### src/hdl/dcache_consts.svh
// Geometry and address widths of the two-way data cache.
// Included by the package and by every module that sizes a port or a memory.
`ifndef DCACHE_CONSTS_SVH
`define DCACHE_CONSTS_SVH

// ---------------------------------------------------------------------------
// Cache geometry
// ---------------------------------------------------------------------------

// Sets and ways per set.
`define DC_SETS 2
`define DC_WAYS 2

// Block and cache word widths in bits.
`define DC_BLOCK_W 512
`define DC_WORD_W 32

// ---------------------------------------------------------------------------
// Address and data widths
// ---------------------------------------------------------------------------

// CPU side.
`define DC_ADDR_W 64
`define DC_REG_W 64

// Memory side, block aligned.
`define DC_MEM_ADDR_W 32
`define DC_BLOCK_OFF_W 6

`endif

### src/hdl/dcache_pkg.sv
// Types shared by the data cache modules.
// Derived widths are computed here from the geometry macros.
`include "dcache_consts.svh"

package dcache_pkg;

    // -----------------------------------------------------------------------
    // Derived widths
    // -----------------------------------------------------------------------
    localparam int DC_WORDS      = `DC_BLOCK_W / `DC_WORD_W;
    localparam int DC_BYTES      = `DC_BLOCK_W / 8;
    localparam int DC_WORD_OFF_W = $clog2(DC_WORDS);
    localparam int DC_BYTE_OFF_W = $clog2(`DC_WORD_W / 8);
    localparam int DC_INDEX_W    = $clog2(`DC_SETS);
    localparam int DC_WAY_W      = $clog2(`DC_WAYS);
    localparam int DC_LRU_W      = $clog2(`DC_WAYS);
    localparam int DC_TAG_W      = `DC_ADDR_W - DC_INDEX_W - DC_WORD_OFF_W - DC_BYTE_OFF_W;

    // -----------------------------------------------------------------------
    // Types
    // -----------------------------------------------------------------------
    typedef logic [DC_TAG_W-1:0]   dc_tag_t;
    typedef logic [DC_INDEX_W-1:0] dc_index_t;
    typedef logic [DC_WAY_W-1:0]   dc_way_t;

    // CPU address split, top bits first.
    typedef struct packed {
        dc_tag_t                  tag;
        dc_index_t                index;
        logic [DC_WORD_OFF_W-1:0] word_off;
        logic [DC_BYTE_OFF_W-1:0] byte_off;
    } dc_addr_t;

    // Store size, as in funct3 of SB/SH/SW/SD.
    typedef enum logic [1:0] {
        st_byte  = 2'd0,
        st_half  = 2'd1,
        st_word  = 2'd2,
        st_dword = 2'd3
    } dc_store_e;

    // Strobes from the cache controller.
    typedef struct packed {
        logic write_en;
        logic valid_update;
        logic lru_update;
        logic block_write_en;
    } dc_ctrl_t;

    // One block, addressed by byte for stores and by word for loads.
    typedef union packed {
        logic [DC_BYTES-1:0][7:0]            bytes;
        logic [DC_WORDS-1:0][`DC_WORD_W-1:0] words;
    } dc_block_u;

endpackage

### src/hdl/lru_tracker.sv
// LRU counters per set and way, and victim selection for the data cache.
`include "dcache_consts.svh"

module lru_tracker (
    input  logic                  clk,
    input  logic                  arst,
    input  dcache_pkg::dc_ctrl_t  i_ctrl,
    input  dcache_pkg::dc_index_t i_index,
    input  dcache_pkg::dc_way_t   i_match_way,
    output dcache_pkg::dc_way_t   o_victim_way
);
    import dcache_pkg::*;

    // Counter value of the most recently used way.
    localparam logic [DC_LRU_W-1:0] LRU_MRU = DC_LRU_W'(`DC_WAYS - 1);

    logic [DC_LRU_W-1:0] lru_q [`DC_SETS][`DC_WAYS];
    logic [`DC_SETS-1:0] lru_set_q;

    // Set flag stays up once the set has seen an update.
    always_ff @(posedge clk or posedge arst) begin
        if (arst) begin
            lru_set_q <= '0;
        end else if (i_ctrl.lru_update) begin
            lru_set_q[i_index] <= 1'b1;
        end
    end

    // Untouched sets are held at counter = way number.
    always_ff @(posedge clk) begin
        for (int s = 0; s < `DC_SETS; s++) begin
            if (i_ctrl.lru_update && (dc_index_t'(s) == i_index)) begin
                for (int w = 0; w < `DC_WAYS; w++) begin
                    if (lru_q[s][w] > lru_q[s][i_match_way]) begin
                        lru_q[s][w] <= lru_q[s][w] - DC_LRU_W'(1);
                    end
                end
                lru_q[s][i_match_way] <= LRU_MRU;
            end else if (!lru_set_q[s]) begin
                for (int w = 0; w < `DC_WAYS; w++) begin
                    lru_q[s][w] <= DC_LRU_W'(w);
                end
            end
        end
    end

    // Victim is the lowest way with a zero counter.
    always_comb begin
        o_victim_way = '0;
        for (int w = `DC_WAYS - 1; w >= 0; w--) begin
            if (lru_q[i_index][w] == '0) begin
                o_victim_way = dc_way_t'(w);
            end
        end
    end

endmodule

### config.mk
export PLATFORM = sky130hd
export DESIGN_NAME = lru_tracker
export DESIGN_NICKNAME = d
export VERILOG_FILES = /design/src/hdl/dcache_pkg.sv /design/src/hdl/lru_tracker.sv
export VERILOG_INCLUDE_DIRS = /design/src /design/src/hdl
export SDC_FILE = /design/constraint.sdc
export NUM_CORES = 1
export LEC_CHECK = 0
export BUFFER_PORTS_ARGS = -buffer_cell sky130_fd_sc_hd__buf_2
export CAP_MARGIN = 20
export CORE_AREA = 2 2 39 41
export CTS_BUF_LIST = sky130_fd_sc_hd__clkbuf_16
export DETAILED_ROUTE_END_ITERATION = 8
export DIE_AREA = 0 0 41 43
export GPL_TIMING_DRIVEN = 0
export SYNTH_ARGS = -nofsm -noshare
export SYNTH_HDL_FRONTEND = slang
export SYNTH_SLANG_ARGS = --single-unit
### constraint.sdc
create_clock -name clk -period 1.36 [get_ports clk]
set_input_delay 0.272 -clock clk [delete_from_list [all_inputs] [get_ports clk]]
set_output_delay 0.272 -clock clk [all_outputs]
set_load 0.02 [all_outputs]
==> After elaboration in Yosys (flattened, before gate mapping) <==
Memories as Yosys holds them, arrays and structs flattened.
Cells that the tools add are included.
{ "op_classes": {"add_sub_neg": 4, "n_lt_le_gt_ge": 8, "mux": 42, "n_bitwise": 11, "reduce_logical": 4} }
{ "op_table": {"columns": ["operator", "n"], "rows": [
  ["1-bit 2-to-1 mux", 38],
  ["1-bit bitwise OR", 8],
  ["1-bit > comparator", 4],
  ["1-bit logical AND", 4],
  ["2-bit 2-to-1 mux", 2],
  ["1-bit subtractor, second input constant", 4],
  ["1-bit demux with 1-bit select", 2],
  ["2-bit greater-or-equal comparator, second input constant", 1],
  ["1-bit by 2-bit less-than comparator with 1-bit output, second input constant", 1],
  ["2-bit by 1-bit less-than comparator with 1-bit output, second input constant", 1],
  ["1-bit NOT with 2-bit output", 1],
  ["2-bit bitwise OR", 1],
  ["1-bit greater-or-equal comparator, second input constant", 1],
  ["1-bit NOT", 1]
]} }
{ "word_totals": {"reg_bits": 2, "ramBits": 4, "inputBits": 8, "output_inout_bits": 1, "elab_cells": 71, "n_memories": 1} }
{ "mem_list": {"columns": ["name", "depth", "width", "read_ports", "rd_clocked_by_memory_dff", "wr", "line_no", "source"], "rows": [
  ["lru_q", 2, 2, 3, 0, 2, "lru_tracker.sv:17", "logic [DC_LRU_W-1:0] lru_q [`DC_SETS][`DC_WAYS];"]
]} }

==> Longest topological paths before layout <==
{ "logic_depth": {"word_depth": 10, "ltp_mapped": 3, "ltp_nobuf": 3} }

==> Worst setup path after synthesis <==
No wires, ideal clock.
{ "synth_path": {"path_type": "register -> output", "startpoint": "memory lru_q[0][0] in the netlist's numbering", "endpoint": "output o_victim_way", "arrival_ps": 1008, "t_required_ps": 1088, "path_slack_ps": 80, "stages_incl_launch_ff": 3, "n_path_buf": 0, "path_cell_list": "edfxtp_1 nand2b_4 o21ai_0"} }
{ "synth_lines": {"columns": ["item", "line_no", "source"], "rows": [
  ["start: declaration", "lru_tracker.sv:17", null],
  ["end: declaration", "lru_tracker.sv:10", "output dcache_pkg::dc_way_t o_victim_way"]
]} }

==> metrics.txt <==
status=complete, no violations; pwr/cell area=about 1500 mW/mm^2; TritonRoute pass-1 iters=3; utilization after layout=0.355; Sink Count=6; vias=approximately 280; initial core utilization=0.250; vias per cell=4.68; Max FO, Critical Path=2; Critical Path Sink=o_victim_way; first-pass GRT wire length=1060 um; Final Skew=between 0.0001 and 0.00015 ns; Routed wire per std cell=approximately 11 um; commonest non-fill, non-tap cell in the layout=a21oi_1; register bit total from synthesis=6; top cell type's share of synthesized area=0.347; routability cong.=0.673; Worst-Skew Late Latency=~0.23 ns; max-cap violation count=0; Final Hold Fails=0; routed wire length=667 um; final-report max-slew violation count=0; Worst Max-Slew Pin Slew=between 0.2 and 0.25 ns; worst endpoint required time=1.09 ns; crit-path cells=nand2b_4 > o21ai_1 > buf_4; Top Ports=9; Detail Route Antenna Nets=0; Yosys cell types=16; total leakage power=0.205 nW; post-synthesis cell count=34; Worst setup EP type=output pin; maximum VDD drop=0.430 mV; Hold Path Class=in -> reg; Critical Path Start=lru_q[0][0]; number of remaining DRC errors=0; area leader, netlist=edfxtp_1; die width=41 um; Setup TNS=0 ns; Port Buffer Count=5; Root Buffer=clkbuf_16; Crit path depth=3; initial antenna violation count=0; average size of a mapped cell=10.2 um^2; RSZ-0062 raised after global routing=no; syn nets=42; Critical R2R Capture=lru_q[0][1]; gr usage total=0.104; CP Class=reg -> out; vias in the first global route=269; Die Ht=43 um; Worst slew margin=0.858; FILL cells=145; pin count of the biggest net entering global routing=8; Tmin final=1.29 ns; number of setup violations in the final report=0; post-synthesis sequential area ratio=0.491; R2R setup slack=around 0.21 ns; initial DRC count=1; Critical-path top delay cell=edfxtp_1; layout cells sized above 1=0.386; fmax=0.773 GHz; final net count=54; Worst R2R Path Depth=3; worst r2r src=lru_q[0][0]; clock tree buffer depth=2; Die Area=~0.0018 mm^2; commonest non-fill, non-tap cells in the layout=7 x a21oi_1, 4 x buf_2, 4 x edfxtp_1; synth warn=0; buffers and inverters on the worst path=1; antenna cells=0; H-Tree Depth=1; WHS=0.384 ns; Netlist Area Pre-Place=between 300 and 400 um^2; Top delay family on crit path=flip-flops; HPWL Detailed=499 um; Startpoint Class=flip-flop; crit path DAT=1.02 ns; Core ar.=0.00138 mm^2; clock-pin slew on the worst setup and hold paths=0.03 ns; Area contributors post-synth=edfxtp_1 35%, dfrtp_1 14%, a21oi_1 10%, nand2b_4 7.9%, nand3_1 5.8%; CTS tree=done; grt total ovfl=0; CTS buffer count=3; CP max stage delay=between 0.3 and 0.4 ns; fin crit share=0.952; FP Rows=14; Area growth syn-to-layout=41.9%
-- sequential cells by signal, summed over array words and instances, names as in the netlist --
signal     count
lru_q          4
lru_set_q      2
-- logic make-up (layout without fill, tap and decap cells) --
family	count (synthesis)	count (layout)	synth area share
AO/OA/AOI/OAI	12	12	0.220
buffers and inverters	4	14	0.0433
flip-flops	6	6	0.491
AND/OR/NAND/NOR	12	12	0.246
-- cells in the mapped netlist --
master and instances:
a211oi_2 1, nand3_1 4, and3_1 1, nand2_1 1
dfrtp_1 2, nor2b_2 1, o21ai_0 1, inv_1 4
a21oi_2 1, a21boi_1 1, a211oi_1 1, nand2b_4 2
nand2_2 1, nand2b_1 2, a21oi_1 7, edfxtp_1 4
-- power by group --
group | internal [W] | switching (W) | total, W
clock network | 0.000377 | 0.0000945 | 0.000471
logic | 0.0000268 | 0.0000308 | 0.0000575
registers | 0.000205 | 0.00000572 | 0.000210
total | 0.000608 | 0.000131 | 0.000739
-- layout make-up --
class                   count  area, um^2  share of cell area
flip-flops and latches      6         170               0.346
inverters                   4        15.0              0.0305
repair buffers              7        45.0              0.0916
multi-input cells          24         166               0.338
clock buffers               3        75.1               0.153
well taps                  16        20.0              0.0407
-- worst min-delay path by stage --
stage | depth (start not counted) | from | slack (ns) | endpoint
after floorplan | 1 | arst | 0.01 | lru_set_q[0]
after global placement | 2 | arst | 0.13 | lru_set_q[0]
after detailed placement | 2 | arst | 0.14 | lru_set_q[0]
after CTS | 3 | i_ctrl[1] | 0.38 | lru_set_q[0]
after global routing | 3 | i_ctrl[1] | 0.42 | lru_set_q[0]
final | 3 | i_ctrl[1] | 0.38 | lru_set_q[0]
-- tightest hold or removal path: cells and delay by family --
kind          cells  cell delay (ns)
buf+inv           1             0.14
simple gates      2             0.16
-- what timing repair did --
action	CTS	global route
setup buffers	1	0
hold buffers	1	0
resized for setup	0	4
endpoints found under the setup margin	1	1
hold endpoints to repair	2	0
-- layer usage --
layer  GRT usage  share of wire
met1       0.105           0.44
met2       0.128           0.43
met3      0.0157          0.034
met4       0.180          0.088
met5           0              0
-- through the flow --
step	std cells	power (W)	instance area, um^2	setup slack, ns
floorplan	34	0.000243	347	0.0804
global placement	55	0.000262	392	0.203
detailed placement	55	0.000264	392	0.177
CTS	60	0.000751	484	0.0201
global route	60	0.000770	492	0.000212
finish	60	0.000739	492	0.0657
(Power assumes the default switching activity.)
