File: src/hdl/dcache_consts.svh
// Geometry and address widths of the two-way data cache.
// Included by the package and by every module that sizes a port or a memory.
`ifndef DCACHE_CONSTS_SVH
`define DCACHE_CONSTS_SVH

// ---------------------------------------------------------------------------
// Cache geometry
// ---------------------------------------------------------------------------

// Sets and ways per set.
`define DC_SETS 2
`define DC_WAYS 2

// Block and cache word widths in bits.
`define DC_BLOCK_W 512
`define DC_WORD_W 32

// ---------------------------------------------------------------------------
// Address and data widths
// ---------------------------------------------------------------------------

// CPU side.
`define DC_ADDR_W 64
`define DC_REG_W 64

// Memory side, block aligned.
`define DC_MEM_ADDR_W 32
`define DC_BLOCK_OFF_W 6

`endif

File: src/hdl/dcache_pkg.sv
// Types shared by the data cache modules.
// Derived widths are computed here from the geometry macros.
`include "dcache_consts.svh"

package dcache_pkg;

    // -----------------------------------------------------------------------
    // Derived widths
    // -----------------------------------------------------------------------
    localparam int DC_WORDS      = `DC_BLOCK_W / `DC_WORD_W;
    localparam int DC_BYTES      = `DC_BLOCK_W / 8;
    localparam int DC_WORD_OFF_W = $clog2(DC_WORDS);
    localparam int DC_BYTE_OFF_W = $clog2(`DC_WORD_W / 8);
    localparam int DC_INDEX_W    = $clog2(`DC_SETS);
    localparam int DC_WAY_W      = $clog2(`DC_WAYS);
    localparam int DC_LRU_W      = $clog2(`DC_WAYS);
    localparam int DC_TAG_W      = `DC_ADDR_W - DC_INDEX_W - DC_WORD_OFF_W - DC_BYTE_OFF_W;

    // -----------------------------------------------------------------------
    // Types
    // -----------------------------------------------------------------------
    typedef logic [DC_TAG_W-1:0]   dc_tag_t;
    typedef logic [DC_INDEX_W-1:0] dc_index_t;
    typedef logic [DC_WAY_W-1:0]   dc_way_t;

    // CPU address split, top bits first.
    typedef struct packed {
        dc_tag_t                  tag;
        dc_index_t                index;
        logic [DC_WORD_OFF_W-1:0] word_off;
        logic [DC_BYTE_OFF_W-1:0] byte_off;
    } dc_addr_t;

    // Store size, as in funct3 of SB/SH/SW/SD.
    typedef enum logic [1:0] {
        st_byte  = 2'd0,
        st_half  = 2'd1,
        st_word  = 2'd2,
        st_dword = 2'd3
    } dc_store_e;

    // Strobes from the cache controller.
    typedef struct packed {
        logic write_en;
        logic valid_update;
        logic lru_update;
        logic block_write_en;
    } dc_ctrl_t;

    // One block, addressed by byte for stores and by word for loads.
    typedef union packed {
        logic [DC_BYTES-1:0][7:0]            bytes;
        logic [DC_WORDS-1:0][`DC_WORD_W-1:0] words;
    } dc_block_u;

endpackage

File: src/hdl/tag_array.sv
// Tag, valid and dirty state of the data cache with hit detection.
// Also selects the memory-side address for fills and write-backs.
`include "dcache_consts.svh"

module tag_array (
    input  logic                      clk,
    input  logic                      arst,
    input  dcache_pkg::dc_ctrl_t      i_ctrl,
    input  dcache_pkg::dc_tag_t       i_tag,
    input  dcache_pkg::dc_index_t     i_index,
    input  logic [`DC_MEM_ADDR_W-1:0] i_fill_addr,
    input  logic                      i_addr_control,
    input  dcache_pkg::dc_way_t       i_victim_way,
    output logic                      o_hit,
    output dcache_pkg::dc_way_t       o_match_way,
    output logic                      o_dirty,
    output logic [`DC_MEM_ADDR_W-1:0] o_mem_addr
);
    import dcache_pkg::*;

    // Tag bits that fit in the memory-side address.
    localparam int WB_TAG_W = `DC_MEM_ADDR_W - DC_INDEX_W - `DC_BLOCK_OFF_W;

    dc_tag_t                            tag_mem [`DC_SETS][`DC_WAYS];
    logic [`DC_SETS-1:0][`DC_WAYS-1:0]  valid_q;
    logic [`DC_SETS-1:0][`DC_WAYS-1:0]  dirty_q;

    logic [`DC_WAYS-1:0]                s_hit;
    dc_tag_t                            s_victim_tag;
    logic [`DC_MEM_ADDR_W-1:0]          s_wb_addr;

    // -----------------------------------------------------------------------
    // Lookup
    // -----------------------------------------------------------------------
    always_comb begin
        for (int w = 0; w < `DC_WAYS; w++) begin
            s_hit[w] = valid_q[i_index][w] && (tag_mem[i_index][w] == i_tag);
        end
    end

    assign o_hit = |s_hit;

    // Lowest hit way wins; on a miss the victim is addressed.
    always_comb begin
        o_match_way = i_victim_way;
        for (int w = `DC_WAYS - 1; w >= 0; w--) begin
            if (s_hit[w]) begin
                o_match_way = dc_way_t'(w);
            end
        end
    end

    assign o_dirty      = dirty_q[i_index][i_victim_way];
    assign s_victim_tag = tag_mem[i_index][i_victim_way];

    // Write-back address rebuilt from the victim tag.
    assign s_wb_addr  = {s_victim_tag[WB_TAG_W-1:0], i_index, {`DC_BLOCK_OFF_W{1'b0}}};
    assign o_mem_addr = i_addr_control ? i_fill_addr : s_wb_addr;

    // -----------------------------------------------------------------------
    // State update
    // -----------------------------------------------------------------------

    // New tag only on a fill.
    always_ff @(posedge clk) begin
        if (i_ctrl.block_write_en && !i_ctrl.write_en) begin
            tag_mem[i_index][i_victim_way] <= i_tag;
        end
    end

    always_ff @(posedge clk or posedge arst) begin
        if (arst) begin
            valid_q <= '0;
        end else if (i_ctrl.valid_update) begin
            valid_q[i_index][i_victim_way] <= 1'b1;
        end
    end

    // A store dirties the line, a fill cleans it.
    always_ff @(posedge clk or posedge arst) begin
        if (arst) begin
            dirty_q <= '0;
        end else if (i_ctrl.write_en) begin
            dirty_q[i_index][o_match_way] <= 1'b1;
        end else if (i_ctrl.block_write_en) begin
            dirty_q[i_index][i_victim_way] <= 1'b0;
        end
    end

endmodule

File: config.mk
export PLATFORM = sky130hd
export DESIGN_NAME = tag_array
export DESIGN_NICKNAME = d
export VERILOG_FILES = /design/src/hdl/dcache_pkg.sv /design/src/hdl/tag_array.sv
export VERILOG_INCLUDE_DIRS = /design/src /design/src/hdl
export SDC_FILE = /design/constraint.sdc
export NUM_CORES = 1
export LEC_CHECK = 0
export ABC_CLOCK_PERIOD_IN_PS = 2810
export BUFFER_PORTS_ARGS = -buffer_cell sky130_fd_sc_hd__buf_2
export CORE_MARGIN = 4
export CORE_UTILIZATION = 52
export DETAILED_ROUTE_END_ITERATION = 8
export GPL_ROUTABILITY_DRIVEN = 0
export PLACE_DENSITY = 0.75
export SLEW_MARGIN = 20
export SYNTH_ARGS = -nofsm -noshare
export SYNTH_HDL_FRONTEND = slang
export SYNTH_SLANG_ARGS = --single-unit
File: constraint.sdc
create_clock -name clk -period 2.81 [get_ports clk]
set_clock_uncertainty 0.15 [all_clocks]
set_input_delay 0.4215 -clock clk [delete_from_list [all_inputs] [get_ports clk]]
set_output_delay 0.4215 -clock clk [all_outputs]
set_load 0.02 [all_outputs]
=== Word-level counts from Yosys, hierarchy flattened ===
Memory sizes are Yosys's and may differ from the RTL's.
Index checks and enable logic that the tools add are counted.
Widths: inputs -> output; s select.

* Logic and storage cells: 56
* Memories: 1
* Flip-flop bits (word level): 8
* RAM bits: 228

* Equal/unequal tests: 2
* Reductions and logical operators: 10
* $lt $le $gt $ge: 8
* Bitwise operators: 5
* Multiplexer cells: 26

{| class="wikitable"
|+ Memory list
! name !! depth !! bits a word !! read ports !! clocked after Yosys merged registers in !! wr ports !! line !! RTL
|-
| tag_mem || 2 || 114 || 1 || 0 || 1 || tag_array.sv:24 || <nowiki>dc_tag_t tag_mem [`DC_SETS][`DC_WAYS];</nowiki>
|}

{| class="wikitable"
|+ Operator list
! operator !! number
|-
| $eq 57x57->1 || 2
|-
| $mux 114 || 1
|-
| $mux 25 || 3
|-
| $demux 57 s1 || 1
|-
| $mux 57 || 1
|-
| $mux 32 || 1
|-
| $mux 2 || 6
|-
| $mux 4 || 2
|-
| $or 4x4->4 || 2
|-
| $logic_and 1x1->1 || 7
|-
| $mux 1 || 7
|-
| $lt 1x2->1 const B || 3
|-
| $and 4x4->4 || 1
|-
| $demux 2 s1 || 2
|-
| $not 4->4 || 1
|-
| $ge 1x1->1 const B || 3
|-
| $demux 1 s1 || 2
|-
| $ge 2x2->1 const B || 1
|-
| $lt 2x1->1 const B || 1
|-
| $not 1->2 || 1
|-
| $reduce_bool 2->1 || 1
|-
| $reduce_or 2->1 || 1
|-
| $logic_not 1->1 || 1
|}

=== Depth between registers and ports, before layout ===
Gate-level depths: netlist (run 1).

* Depth in word-level cells: 13
* Depth in mapped cells: 11
* Depth with buffers taken out: 7

=== Worst setup path after synthesis (run 1) ===
OpenSTA, ideal clock, no wires.

* Path type: input to register
* Start point: input i_index
* End point: memory tag_mem[0][0] in the netlist's numbering, enable pin
* Required time: 2.118 ns
* Slack: -3.149 ns
* Stages: 6
* Data arrival time: 5.267 ns
* Setup time: 0.542 ns
* Cells stage by stage: buf_6 > buf_6 > buf_6 > clkbuf_1 > clkbuf_1 > nor3_1

{| class="wikitable"
|+ RTL lines
! element !! line !! RTL
|-
| start: declaration || tag_array.sv:10 || <nowiki>input dcache_pkg::dc_index_t i_index,</nowiki>
|-
| end: declaration || tag_array.sv:24 ||
|}

No word-level cell before the write port.

=== Worst setup path in the final report (run 1) ===
* Start point: memory tag_mem[1][21] in the netlist's numbering
* End point: output o_match_way

* Cells in the longest elaborated chain, start to end: 5

{| class="wikitable"
|+ RTL lines
! element !! line !! RTL
|-
| $mem_v2 2x114 || n/a ||
|-
| $eq 57x57->1 || tag_array.sv:37 || <nowiki>s_hit[w] = valid_q[i_index][w] && (tag_mem[i_index][w] == i_tag);</nowiki>
|-
| $logic_and 1x1->1 || tag_array.sv:37 ||
|-
| $mux 1 (2 in a row) || tag_array.sv:47 || <nowiki>if (s_hit[w]) begin</nowiki>
|-
| end: declaration || tag_array.sv:15 || <nowiki>output dcache_pkg::dc_way_t o_match_way,</nowiki>
|}

Every way passes these cells.

==> results of run 1 <==
-- registers in the layout, summed over array words and instances (netlist names) --
| register | count |
|---|---|
| valid_q | 4 |
| tag_mem | 228 |
| dirty_q | 4 |
-- area by class of cell --
type | instances | area, um^2 | area share [%]
timing repair buffer | 269 | 1920 | 13.7
tap | 270 | 338 | 2.42
inverter | 9 | 37.5 | 0.269
clock buffer | 34 | 659 | 4.72
multi-input combinational | 463 | 3840 | 27.5
sequential | 236 | 7050 | 50.5
clock inverter | 8 | 118 | 0.842
-- synth_stat cells (11+ instances only) --
| cell | number | area share (%) |
|---|---|---|
| and2_1 | 15 | 0.86 |
| clkbuf_1 | 12 | 0.41 |
| edfxtp_1 | 228 | 63 |
| mux2i_1 | 112 | 10 |
| mux4_2 | 11 | 2.3 |
| nand2_1 | 78 | 2.7 |
| nand4_1 | 13 | 0.75 |
| nor2_1 | 11 | 0.38 |
| nor4_1 | 42 | 2.4 |
| o21ai_0 | 11 | 0.51 |
| xnor2_1 | 100 | 8.0 |
-- power groups by stage --
stage | Combinational, uW | Sequential [uW] | Clock [uW]
floorplan | 569 | 4080 | 0
global placement | 1070 | 4090 | 0
detailed placement | 1090 | 4090 | 0
CTS | 1130 | 4020 | 3200
global route | 1230 | 4030 | 3350
finish | 1160 | 4020 | 3160
-- metal layers --
layer  GRT usage (%)  vias to the layer above  part of all wire (%)
met2            38.8                      399                    48
li1                -                     3368                     -
met5               0                        -                     0
met4            6.96                        0                   2.9
met3            3.81                       76                   8.4
met1            32.7                     3708                    41
-- metrics by stage --
| stage | TNS, ns | instances | hold slack, ns | setup slack, ns |
|---|---|---|---|---|
| after global routing | -1.07 | 1289 | 0.0132 | -0.556 |
| after floorplan | -16.70 | 735 | 0.0872 | -0.291 |
| after global placement | -2.99 | 1242 | 0.227 | -0.614 |
| after detailed placement | -3.07 | 1242 | 0.232 | -0.605 |
| after CTS | -0.920 | 1288 | 0.00199 | -0.533 |
| final | -0.991 | 1289 | 0.0224 | -0.524 |
-- timing repair --
action / in CTS / in global routing
cloned: 1 / 1
hold buffers: 1 / 0
endpoints found under the setup margin: 3 / 4
buffers inserted: 3 / 0
resized for setup: 28 / 13
pin swaps: 7 / 8
hold endpoints to repair: 8 / 0
-- worst min-delay path by stage --
stage / to / slack [ns]
CTS: valid_q[0] / 0.002
finish: tag_mem[1][107] / 0.02
floorplan: dirty_q[0] / 0.09
detailed placement: dirty_q[2] / 0.23
global route: tag_mem[1][21] / 0.01
global placement: dirty_q[2] / 0.23
-- logic make-up (layout without fill, tap and decap cells) --
kind of cell | after synthesis | in the layout | synth area share, %
flops | 236 | 236 | 64.7
simple gates | 177 | 177 | 8.25
mux | 126 | 126 | 12.9
xor+xnor | 102 | 102 | 8.20
compound gates | 58 | 58 | 4.00
buf+inv | 36 | 320 | 1.96
==> results.toml, run 1 <==
[outcome]
status = "finished, violations left"
violations = "setup timing"

[pwr]
power.density_mw_per_mm2 = 597
peakVddDrop_uv = 512
p_leak_uw = 0.00527
power_uw = 8340
power_switching_uw = 1930
swShare_pct = 23.2
pwr-share-comb_pct = 13.9
clkPwrFrac_pct = 37.8
pwr-share-seq_pct = 48.3
p_int_uw = 6410

[clock_network]
clk_pin_slew_worst_paths_ns = 0.06
cts_buffer_depth = 3
cts_tree = "done"
cts_made_buffers = 24
cts-root-buf = "clkbuf_16"
cts_max_level = 1
clk_latency_ns = 0.52
cts.sinks = 236

[cells_and_area]
final_net_count = 1101
final_cell_mix = "edfxtp_1 (228), buf_2 (128), buf_4 (123)"
design_area_mm2 = 0.0140
antenna_cells = 0
area_delta_synth_final_pct = 28.1
nFillCells = 1440
drive_gt1_share_pct = 35.1
mostFrequentLayoutCell = "edfxtp_1"
final_util_pct = 68.3

[synthesis]
yosys_warnings = 0
yosysSeqAreaShare_pct = 64.7
async_reset_ff_share_pct = 3.39
syn_nets = 833
synth_seq_cells = 236
synth_edf_count = 228
syn_avg_cell_area_um2 = 14.8
synth_cell_type_count = 50
syn_inst = 735
synth_flop_cell = "edfxtp_1"
netlist_area_mm2 = 0.0109

[timing]
min_period_ns = 3.33
fin_ws_ns = -0.524
maxSlewViolCount = 0
hold_violations = 0
rsz0062_at_grt = "true"
tightest_slew_ns = 0.560
setup_violations = 2
finalCritPeriodShare_pct = 119
slew_headroom_pct = 62.4
max_freq_mhz = 300

[worst_setup_path]
cp_cell_sequence = "mux2i_1 > o2bb2ai_1 > a2111oi_1 > buf_4 > nand4_1 > or4_4 > a21oi_4 > buf_6"
endpoint = "o_match_way"
r2r_end = "dirty_q[3]"
cp_max_fo = 2
crit_family = "compound AO/OA/AOI/OAI gates"
cp_num_buf_inv = 2
startpoint_type = "flip-flop"
critPathLaunch = "tag_mem[1][21]"
r2r_setup_slack_ns = 0.17
cpPeakStageDelay_ns = 0.52
critical_path.slowest_cell = "or4_4"
critical_path_class = "flip-flop to primary output"
cp.depth = 8
critPathArrivalTime_ns = 2.76
critPathRequiredTime_ns = 2.24
ff2ff_path_depth = 9
rr_startpoint = "tag_mem[1][21]"
end_kind = "primary output"

[route]
avgViaCountPerCell = 5.86
ant_nets = 0
drt_first_iter_violations = 678
drc = 0
avgRoutedWirePerCell_um = 22.2
vias = 7551
drtPass1Iterations = 8
routed_wl_um = 28600

[grt]
grt_overflow_total = 0
grt_max_degree = 57
track_usage_pct = 23.5
grt_pass1_wl_um = 43000
first_global_vias = 7467
antenna_found_initial = 0

[floorplanning]
coreArea_mm2 = 0.0204
die_y_um = 153
row_count = 52
ios = 133
die_x_um = 153
die_area_mm2 = 0.0233
start_util_pct = 53.3

[run]
drv_cap = 0

[worst_hold_path]
worstHoldPathCells = 1
hold_path.class = "primary input to flip-flop"
min_from = "i_tag[50]"

[place]
place_area_mm2 = 0.0129
hpwl_um = 19700
port_buffers = 131
(Power assumes the default switching activity.)
==> run 2, diff against run 1 <==
--- a/config.mk
+++ b/config.mk
@@ -6,13 +6,13 @@
 export SDC_FILE = /design/constraint.sdc
 export NUM_CORES = 1
 export LEC_CHECK = 0
-export ABC_CLOCK_PERIOD_IN_PS = 2810
+export ABC_CLOCK_PERIOD_IN_PS = 3100
 export BUFFER_PORTS_ARGS = -buffer_cell sky130_fd_sc_hd__buf_2
 export CORE_MARGIN = 4
 export CORE_UTILIZATION = 52
 export DETAILED_ROUTE_END_ITERATION = 8
 export GPL_ROUTABILITY_DRIVEN = 0
-export PLACE_DENSITY = 0.75
+export PLACE_DENSITY = 0.73
 export SLEW_MARGIN = 20
 export SYNTH_ARGS = -nofsm -noshare
 export SYNTH_HDL_FRONTEND = slang
==> constraint.sdc (replaced) <==
create_clock -name clk -period 3.1 [get_ports clk]
set_clock_uncertainty 0.15 [all_clocks]
set_input_delay 0.465 -clock clk [delete_from_list [all_inputs] [get_ports clk]]
set_output_delay 0.465 -clock clk [all_outputs]
set_load 0.02 [all_outputs]
==> results.toml, run 2 (same netlist as run 1, synthesis figures left out) <==
[outcome]
status = "finished, violations left"
violations = "setup timing"

[clock_network]
clk_pin_slew_worst_paths_ns = 0.06
cts_buffer_depth = 3
cts_max_level = 1
cts-root-buf = "clkbuf_16"
cts_tree = "done"
cts_made_buffers = 25
cts.sinks = 236
clk_latency_ns = 0.52

[pwr]
p_leak_uw = 0.00529
power.density_mw_per_mm2 = 534
peakVddDrop_uv = 547

[worst_setup_path]
critical_path_class = "flip-flop to primary output"
cp_cell_sequence = "mux2i_2 > o2bb2ai_2 > or4_4 > nor3_2 > nand4_1 > o41ai_4 > buf_4 > buf_6"
critPathArrivalTime_ns = 2.86
cp_max_fo = 2
end_kind = "primary output"
startpoint_type = "flip-flop"
cpPeakStageDelay_ns = 0.54
critPathRequiredTime_ns = 2.48
critical_path.slowest_cell = "or4_4"

[floorplanning]
row_count = 52
coreArea_mm2 = 0.0204
die_y_um = 153
start_util_pct = 53.3
die_area_mm2 = 0.0233
ios = 133
die_x_um = 153

[grt]
grt_max_degree = 58
grt_pass1_wl_um = 41900
antenna_found_initial = 1
grt_overflow_total = 0
first_global_vias = 7447
track_usage_pct = 22.7

[timing]
finalCritPeriodShare_pct = 112
tightest_slew_ns = 0.577
hold_violations = 0
rsz0062_at_grt = "true"
fin_ws_ns = -0.371
setup_violations = 2
maxSlewViolCount = 0
slew_headroom_pct = 61.3
max_freq_mhz = 288
setup_tns_ns = -0.714
min_period_ns = 3.47

[cells_and_area]
final_net_count = 1116
regMostFlops = "tag_mem"
antenna_cells = 0
largest_reg_flops = 228
area_delta_synth_final_pct = 28.3
layoutNonFillerInstCount = 1307
drive_gt1_share_pct = 36.2
top_regs = "tag_mem: 228 flops, dirty_q: 4 flops, valid_q: 4 flops"
final_cell_mix = "edfxtp_1 (228), buf_4 (140), buf_2 (128)"
mostFrequentLayoutCell = "edfxtp_1"

[run]
drv_cap = 0

[route]
drtPass1Iterations = 5
drt_first_iter_violations = 601
avgRoutedWirePerCell_um = 21.0
vias = 7406
drc = 0
avgViaCountPerCell = 5.67
routed_wl_um = 27500
ant_nets = 0

[place]
hpwl_um = 19200
port_buffers = 131
dpl.cell_count = 1253

[worst_hold_path]
hold_path.class = "primary input to flip-flop"
-- run 2: cell types whose count changed in the layout (fill, tap and decap cells not counted), sizes merged --
cell and delta:
clkbuf -5, clkinv +5, bufinv -2, buf +15, bufbuf -1, inv +2
clkinvlp +4
-- run 2: worst paths after layout --
path	from	endpoint	slack [ns]	cells after the start
worst max-delay path	tag_mem[0][25]	o_hit	-0.37	8
worst min-delay path	i_tag[16]	tag_mem[0][73]	0.06	1
worst max register to register	tag_mem[0][11]	dirty_q[3]	0.43	9
worst min register to register	valid_q[3]	valid_q[3]	0.34	1
max in group asynchronous	arst	valid_q[1]	2.29	3
min in group asynchronous	arst	dirty_q[1]	0.28	3
-- run 2: power by group --
part / switching [uW] / total [uW] / internal [uW]
sequential: 33.6 / 3640 / 3610
combinational: 570 / 1050 / 477
clock: 1200 / 2770 / 1570
-- run 2: stage by stage --
stage | total power (uW) | setup WS, ns | utilization (%) | hold WS (ns) | area [um^2]
4_1_cts | 7470 | -0.313 | 67.6 | 0.0430 | 13800
5_1_grt | 7710 | -0.478 | 68.4 | 0.0524 | 14000
2_1_floorplan | 4220 | -0.0451 | - | 0.131 | 11000
3_3_place_gp | 4680 | -0.605 | 63.3 | 0.278 | 12900
6_report | 7460 | -0.371 | 68.4 | 0.0631 | 14000
3_5_place_dp | 4700 | -0.613 | 63.3 | 0.274 | 12900
-- run 2: critical path: cells and delay by family (launching register included) --
kind                   cells  cell delay (ns)
and+or+nand+nor            3             0.89
muxes                      1             0.23
buffers and inverters      2             0.28
DFF                        1             0.41
AOI/OAI and AO/OA          2             0.54
-- run 2: final cells by class --
class                      instances  area (um^2)
clock buffer                      29          641
multi-input combinational        463         3830
timing repair buffer             283         1970
sequential                       236         7050
tap                              270          338
inverter                           9         33.8
fill                            1433         6450
clock inverter                    17          123
-- run 2: repair_timing --
| item | CTS | global route |
|---|---|---|
| gates resized for setup | 19 | 20 |
| pin swaps | 7 | 11 |
| setup buffers | 1 | 5 |
| setup endpoints to repair | 2 | 2 |
| hold buffers | 1 | 0 |
| gates cloned | 0 | 1 |
| endpoints found under the hold margin | 8 | 0 |
-- run 2: routing by layer --
layer	wire length [um]	global-route usage, %	vias to the layer above	part of all wire [%]
met5	7	0	-	0.025
met4	587	5.81	2	2.1
met3	2090	3.41	51	7.6
met2	13000	37.2	334	47
met1	11800	32.3	3614	43
li1	-	-	3405	-
